===== config.mk =====
export PLATFORM = sky130hd
export DESIGN_NAME = issue_steer
export DESIGN_NICKNAME = d
export VERILOG_FILES = /design/src/common/dual_core_pkg.sv /design/src/rtl/issue_steer.sv
export VERILOG_INCLUDE_DIRS = /design/src /design/src/common
export SDC_FILE = /design/constraint.sdc
export NUM_CORES = 1
export LEC_CHECK = 0
export BUFFER_PORTS_ARGS = -buffer_cell sky130_fd_sc_hd__buf_2
export CORE_MARGIN = 3
export CORE_UTILIZATION = 25
export CTS_BUF_LIST = sky130_fd_sc_hd__clkbuf_4 sky130_fd_sc_hd__clkbuf_8 sky130_fd_sc_hd__clkbuf_16
export DETAILED_ROUTE_END_ITERATION = 6
export PLACE_DENSITY = 0.48
export SYNTH_ARGS = -nofsm -noshare
export SYNTH_HDL_FRONTEND = slang
export SYNTH_SLANG_ARGS = --single-unit

===== constraint.sdc =====
create_clock -name clk -period 9.61 [get_ports clk]
set_input_delay 1.4415 -clock clk [delete_from_list [all_inputs] [get_ports clk]]
set_output_delay 1.4415 -clock clk [all_outputs]
set_load 0.005 [all_outputs]

===== src/common/dual_core_cfg.svh =====
`ifndef DUAL_CORE_CFG_SVH
`define DUAL_CORE_CFG_SVH

// datapath width of every operand and result
`define DC_DATA_WIDTH 32

// architectural register file
`define DC_NUM_REGS 32
`define DC_REG_ADDR_BITS 5

// instruction field widths
`define DC_OPCODE_BITS 6
`define DC_SHAMT_BITS 5

// immediate covers rd, shamt and the spare low bits
`define DC_IMM_BITS 16

`endif


===== src/common/dual_core_pkg.sv =====
`default_nettype none

`include "dual_core_cfg.svh"

package dual_core_pkg;

  // nop must stay at zero so an all-zero word is harmless
  typedef enum logic [`DC_OPCODE_BITS-1:0] {
    OP_NOP  = 0,
    OP_ADD  = 1,
    OP_SUB  = 2,
    OP_AND  = 3,
    OP_OR   = 4,
    OP_XOR  = 5,
    OP_SLT  = 6,
    OP_SLL  = 7,
    OP_ADDI = 8
  } opcode_e;

  // low half of an R-type word
  typedef struct packed {
    logic [`DC_REG_ADDR_BITS-1:0]                                  rd;
    logic [`DC_SHAMT_BITS-1:0]                                     shamt;
    logic [`DC_IMM_BITS-`DC_REG_ADDR_BITS-`DC_SHAMT_BITS-1:0]      funct;
  } rfmt_t;

  // immediate lies over rd and shamt
  typedef union packed {
    rfmt_t                   r;
    logic [`DC_IMM_BITS-1:0] imm;
  } inst_low_t;

  typedef struct packed {
    opcode_e                      opcode;
    logic [`DC_REG_ADDR_BITS-1:0] rs;
    logic [`DC_REG_ADDR_BITS-1:0] rt;
    inst_low_t                    f;
  } inst_t;

  typedef struct packed {
    inst_t older;
    inst_t younger;
  } inst_pair_t;

  typedef struct packed {
    logic  valid;
    inst_t inst;
  } slot_t;

  typedef struct packed {
    logic [`DC_DATA_WIDTH-1:0] rs_val;
    logic [`DC_DATA_WIDTH-1:0] rt_val;
  } operands_t;

  typedef struct packed {
    logic                         valid;
    logic [`DC_REG_ADDR_BITS-1:0] dest;
    logic [`DC_DATA_WIDTH-1:0]    value;
  } retire_t;

  typedef struct packed {
    logic                         wr;
    logic [`DC_REG_ADDR_BITS-1:0] idx;
  } dest_t;

  // r-type writes rd, addi writes rt, r0 never counts as a write
  function automatic dest_t dest_of(slot_t s);
    dest_t d;
    case (s.inst.opcode)
      OP_ADD, OP_SUB, OP_AND, OP_OR, OP_XOR, OP_SLT, OP_SLL: d.idx = s.inst.f.r.rd;
      OP_ADDI: d.idx = s.inst.rt;
      default: d.idx = '0;
    endcase
    d.wr = s.valid && (d.idx != '0);
    return d;
  endfunction

endpackage

`default_nettype wire


===== src/rtl/issue_steer.sv =====
`default_nettype none

module issue_steer (
  input  logic                      clk,
  input  logic                      rst_n,
  input  logic                      in_valid,
  output logic                      in_ready,
  input  dual_core_pkg::inst_pair_t in_pair,
  output dual_core_pkg::slot_t      slot0,
  output dual_core_pkg::slot_t      slot1
);

  logic                      valid_q;
  logic                      second_q;
  dual_core_pkg::inst_pair_t pair_q;
  dual_core_pkg::slot_t      older_slot;
  dual_core_pkg::dest_t      older_dest;
  logic                      dep;
  logic                      split;

  ////////////////////
  // pair register

  // second_q marks the cycle that issues the held-back younger instruction
  always_ff @(posedge clk) begin
    if (!rst_n) begin
      valid_q  <= 1'b0;
      second_q <= 1'b0;
    end else begin
      second_q <= split;
      if (!split) begin
        valid_q <= in_valid;
      end
    end
  end

  always_ff @(posedge clk) begin
    if (in_valid && in_ready) begin
      pair_q <= in_pair;
    end
  end

  ////////////////////
  // dependency check

  assign older_slot = '{valid: valid_q, inst: pair_q.older};
  assign older_dest = dual_core_pkg::dest_of(older_slot);

  // younger reads what older writes
  assign dep = older_dest.wr &&
               ((pair_q.younger.rs == older_dest.idx) ||
                (pair_q.younger.rt == older_dest.idx));

  assign split    = valid_q && !second_q && dep;
  assign in_ready = !split;

  ////////////////////
  // slot outputs

  assign slot0 = '{valid: valid_q && !second_q, inst: pair_q.older};
  assign slot1 = '{valid: valid_q && (second_q || !dep), inst: pair_q.younger};

  // an offered pair stays on the stream unchanged while in_ready is low
  a_hold_pair: assert property (
    @(posedge clk) disable iff (!rst_n)
    (in_valid && !in_ready) |=> (in_valid && $stable(in_pair))
  ) else $error("issue_steer: pair withdrawn or changed while in_ready was low");

endmodule

`default_nettype wire


* After elaboration in Yosys (flattened, before gate mapping) *
Index checks and enable logic that the tools add are counted.

operators by class
  equal/unequal tests = 10
  mux-type cells = 1
  reductions and logical operators = 13

operators by type and width
  cell                  number
  $eq A6 B3 Y1 const B  4
  $eq A6 B2 Y1 const B  2
  $eq A5 B5 Y1          2
  $pmux W5 S2           1
  $reduce_or A7 Y1      1
  $eq A6 B1 Y1 const B  1
  $eq A6 B4 Y1 const B  1
  $logic_and A1 B1 Y1   6
  $reduce_bool A5 Y1    1
  $logic_not A1 Y1      3
  $logic_or A1 B1 Y1    2

word-level totals
  input port bits = 67
  register bits after elaboration = 66
  output and inout port bits = 67

* Logic depth before layout (Yosys ltp) *
  depth in word-level cells = 9
  mapped depth = 7
  mapped depth without buffers = 6

* Least setup slack after synthesis *
Ideal clock, no wire load.

  path type = flip-flop to flip-flop
  start = register pair_q, in the netlist slot0[28]
  end = register pair_q, in the netlist slot0[0] (enable)
  library setup time = 0.578 ns
  slack = 2.535 ns
  arrival = 6.497 ns
  cell stages (with the launch flop) = 7
  cells stage by stage = edfxtp_1 > or3_1 > buf_6 > a31o_2 > o311ai_1 > a2111oi_2 > nor3b_1

on the way
  word-level cells in the longest chain between the ends = 9

ends and longest elaborated chain
  item                                                              RTL line                                RTL
  from (decl)                                                       issue_steer.sv:15                       dual_core_pkg::inst_pair_t pair_q;
  from (signal assigned)                                            issue_steer.sv:39                       pair_q <= in_pair;
  $eq A6 B1 Y1 (tied with other cells)                              dual_core_pkg.sv:69                     case (s.inst.opcode)
  $reduce_or A7 Y1                                                  dual_core_pkg.sv:69
  $pmux W5 S2 (*)                                                   dual_core_pkg.sv:69
  $eq A5 B5 Y1 (tied with other cells)                              issue_steer.sv:51                       ((pair_q.younger.rs == older_dest.idx) ||
  $logic_or A1 B1 Y1 / $logic_and A1 B1 Y1 (equally long branches)  issue_steer.sv:51, dual_core_pkg.sv:74
  $logic_and A1 B1 Y1 (*)                                           issue_steer.sv:50                       assign dep = older_dest.wr &&
  $logic_and A1 B1 Y1 (*)                                           issue_steer.sv:54                       assign split = valid_q && !second_q && dep;
  $logic_not A1 Y1 (*)                                              issue_steer.sv:55                       assign in_ready = !split;
  $logic_and A1 B1 Y1 (*)                                           issue_steer.sv:38                       if (in_valid && in_ready) begin

Every way passes the cells marked *; elsewhere a longest branch is shown, timed or not.
A chain may end at the register's enable or synchronous reset.

==> results.cfg <==
[run_status]
outcome = finished, final reports clean

[timing]
timing.final.crit_share = 0.452
slew_headroom = 0.531
setup_viol = 0
final.setup.tns_ps = 0
rsz0062_at_grt = no
hold_violations = 0
worst_pin_slew_ps = 700
finClkSkew_ps = 14.3
period_needed_ps = 4340
maxSlewViolCount = 0
hold_slack_ps = 814
fmax_ghz = 0.230

[yosys]
synth_area_sq_um = 2530
synth_top_cells_by_area = edfxtp_1, dfxtp_1, mux2i_1
yosys.area.top_type = edfxtp_1
synth_cells = 147
yosysSeqAreaShare = 0.774
syn_nets = 214
async_reset_ff_frac = 0
synth-main-ff-cell = edfxtp_1
ys.warnings.count = 0
syn_avg_cell_area_sq_um = 17.2
synth_cell_type_count = 42
synth_seq_cells = 66
netlist.area_leader.share = 0.759
synth_edf_count = 64

[cells_and_area]
layout.cells.non_filler = 426
drive_gt1_frac = 0.532
final_cell_area_sq_um = 3560
layout.nets = 355
fillers = 984
antenna_cells = 0
postLayoutCoreUtil = 0.363
areaGrowthSynthToFinish_pct = 40.5

[pwr]
peakVddDrop_v = 0.000107
leakagePower_nw = 1.48
powerDensity_nw_per_um2 = 180

[critical_path]
r2r-start = slot0[28]
r2r_slack_ps = 5920
cp.required_ps = 8170
rr_worst_depth = 6
crit_path_end_kind = primary output
cp_data_arrival_time_ps = 2900
crit_slowest_cell = a2111oi_2
critPathMaxStageDelay_ps = 620
crit-reg2reg-capture = slot0[22]
worstPathCellList = or3_1, mux2i_1, nand4_1, o211a_1, a2111oi_2, nor3b_1, buf_2
crit_start = slot0[28]
crit_path_max_fanout = 10
crit_end = slot1[32]
crit_type = reg -> out
worst_setup_path_start_kind = flip-flop

[cts]
cts_setup_buffers = 0
cts_buffers = 9
cts_root_buffer = clkbuf_8
htreeDepth = 3
cts_sinks = 66
clock_path_buffers = 2
clkSlewWorstSetupHoldPaths_ps = 80
ctsHoldBuffers = 0
clock_latency_ps = 340
cts_tree = yes
cts-resized-gates = 0

[drt]
route.final.wire_length_um = 6840
route.met3.wl_um = 829
met1_length_um = 2610
drt_iter0_markers = 42
wl_per_cell_um = 16.1
drcViolationCount = 0
top_layer = met4
postRouteAntennaNets = 0
via_count = 1824
firstDrtPassIters = 4
met2_length_um = 3290
vias_per_cell = 4.28

[worst_hold_path]
min_path_type = reg -> reg

[job]
maxCapViolations = 0

[floorplan]
initial_utilization = 0.258
die_area_sq_um = 11400
die_y_um = 107
io_pins = 134
die_w_um = 107
core_area_sq_um = 9820
rows = 36

[grt]
grt_pass1_wl_um = 10200
overflow = 0
grt_max_degree = 57
grt_pass1_vias = 1860
grt_antenna_before_repair = 0
grt_use_total = 0.123

[place]
placed_cell_area_sq_um = 3350
place.gp.congestion = 0.749
placed_cells = 410
dp_hpwl_um = 5180
port_buffers = 133
==> cells in the final DEF (no fill, tap or decap), drive strengths merged, types with 3 or more instances in the layout <==
cell type	synthesis	final
buf	2	134
edfxtp	64	64
clkbuf	2	10
inv	3	6
nand2	5	5
mux2i	5	5
o21ai	4	4
nand4	4	4
nor2	3	3
nor3	3	3
o21bai	3	3
o31ai	3	3
a21oi	3	3
and3	3	3
nor3b	3	3
==> cell families (layout without fill, tap and decap cells) <==
| kind of cell | Yosys count | after routing | synth area share |
|---|---|---|---|
| flops | 66 | 66 | 0.774 |
| simple gates | 35 | 35 | 0.0854 |
| compound gates | 29 | 29 | 0.0869 |
| buf+inv | 7 | 153 | 0.0138 |
| mux | 6 | 6 | 0.0257 |
| xor+xnor | 4 | 4 | 0.0138 |
==> layout make-up <==
type | count | area [sq um] | share of cell area
repair buffers | 134 | 673 | 0.189
well taps | 133 | 166 | 0.0467
clock buffers | 10 | 131 | 0.0369
clock inverters | 6 | 73.8 | 0.0207
inverters | 3 | 11.3 | 0.00316
multi-input cells | 74 | 542 | 0.152
flip-flops and latches | 66 | 1960 | 0.551
==> worst min path at each step <==
stage / from / slack, ps / endpoint / depth (start not counted)
after global placement: second_q / 790 / second_q / 4
final: second_q / 810 / second_q / 4
after detailed placement: second_q / 790 / second_q / 4
after global routing: second_q / 870 / second_q / 4
after floorplan: second_q / 730 / second_q / 4
after CTS: second_q / 810 / second_q / 4
==> cell usage after synthesis (all sizes together), types with 3 or more instances <==
master	instances
o21ai	4
nand4	4
and3	3
mux2i	5
a21oi	3
nor3	3
inv	3
nor2	3
nand2	5
o31ai	3
nor3b	3
edfxtp	64
o21bai	3
==> flip-flops by register name (all words and copies together) (netlist names) <==
register and count:
slot0 32, slot1 32, second_q 1, valid_q 1
==> power by group <==
group	switching (W)	total, W	internal, W
logic	0.0000254	0.0000519	0.0000264
registers	0.0000102	0.000344	0.000334
clock network	0.000118	0.000244	0.000127
==> worst max-delay path, delay by kind of cell, from the launching register on <==
family	cells	cell delay [ps]
compound gates	2	880
buf+inv	1	150
flops	1	440
mux	1	280
simple gates	3	820
==> layer usage <==
layer / up-vias / GRT usage
li1: 875 / -
met1: 834 / 0.137
met2: 105 / 0.194
met3: 10 / 0.0662
met4: 0 / 0.0548
met5: - / 0
==> metrics by stage <==
step | setup WS, ps | total power [W]
CTS | 5210 | 0.000656
floorplan | 2540 | 0.000370
finish | 5270 | 0.000640
global placement | 5670 | 0.000403
detailed placement | 5620 | 0.000404
global route | 4930 | 0.000672
(Power assumes the default switching activity.)
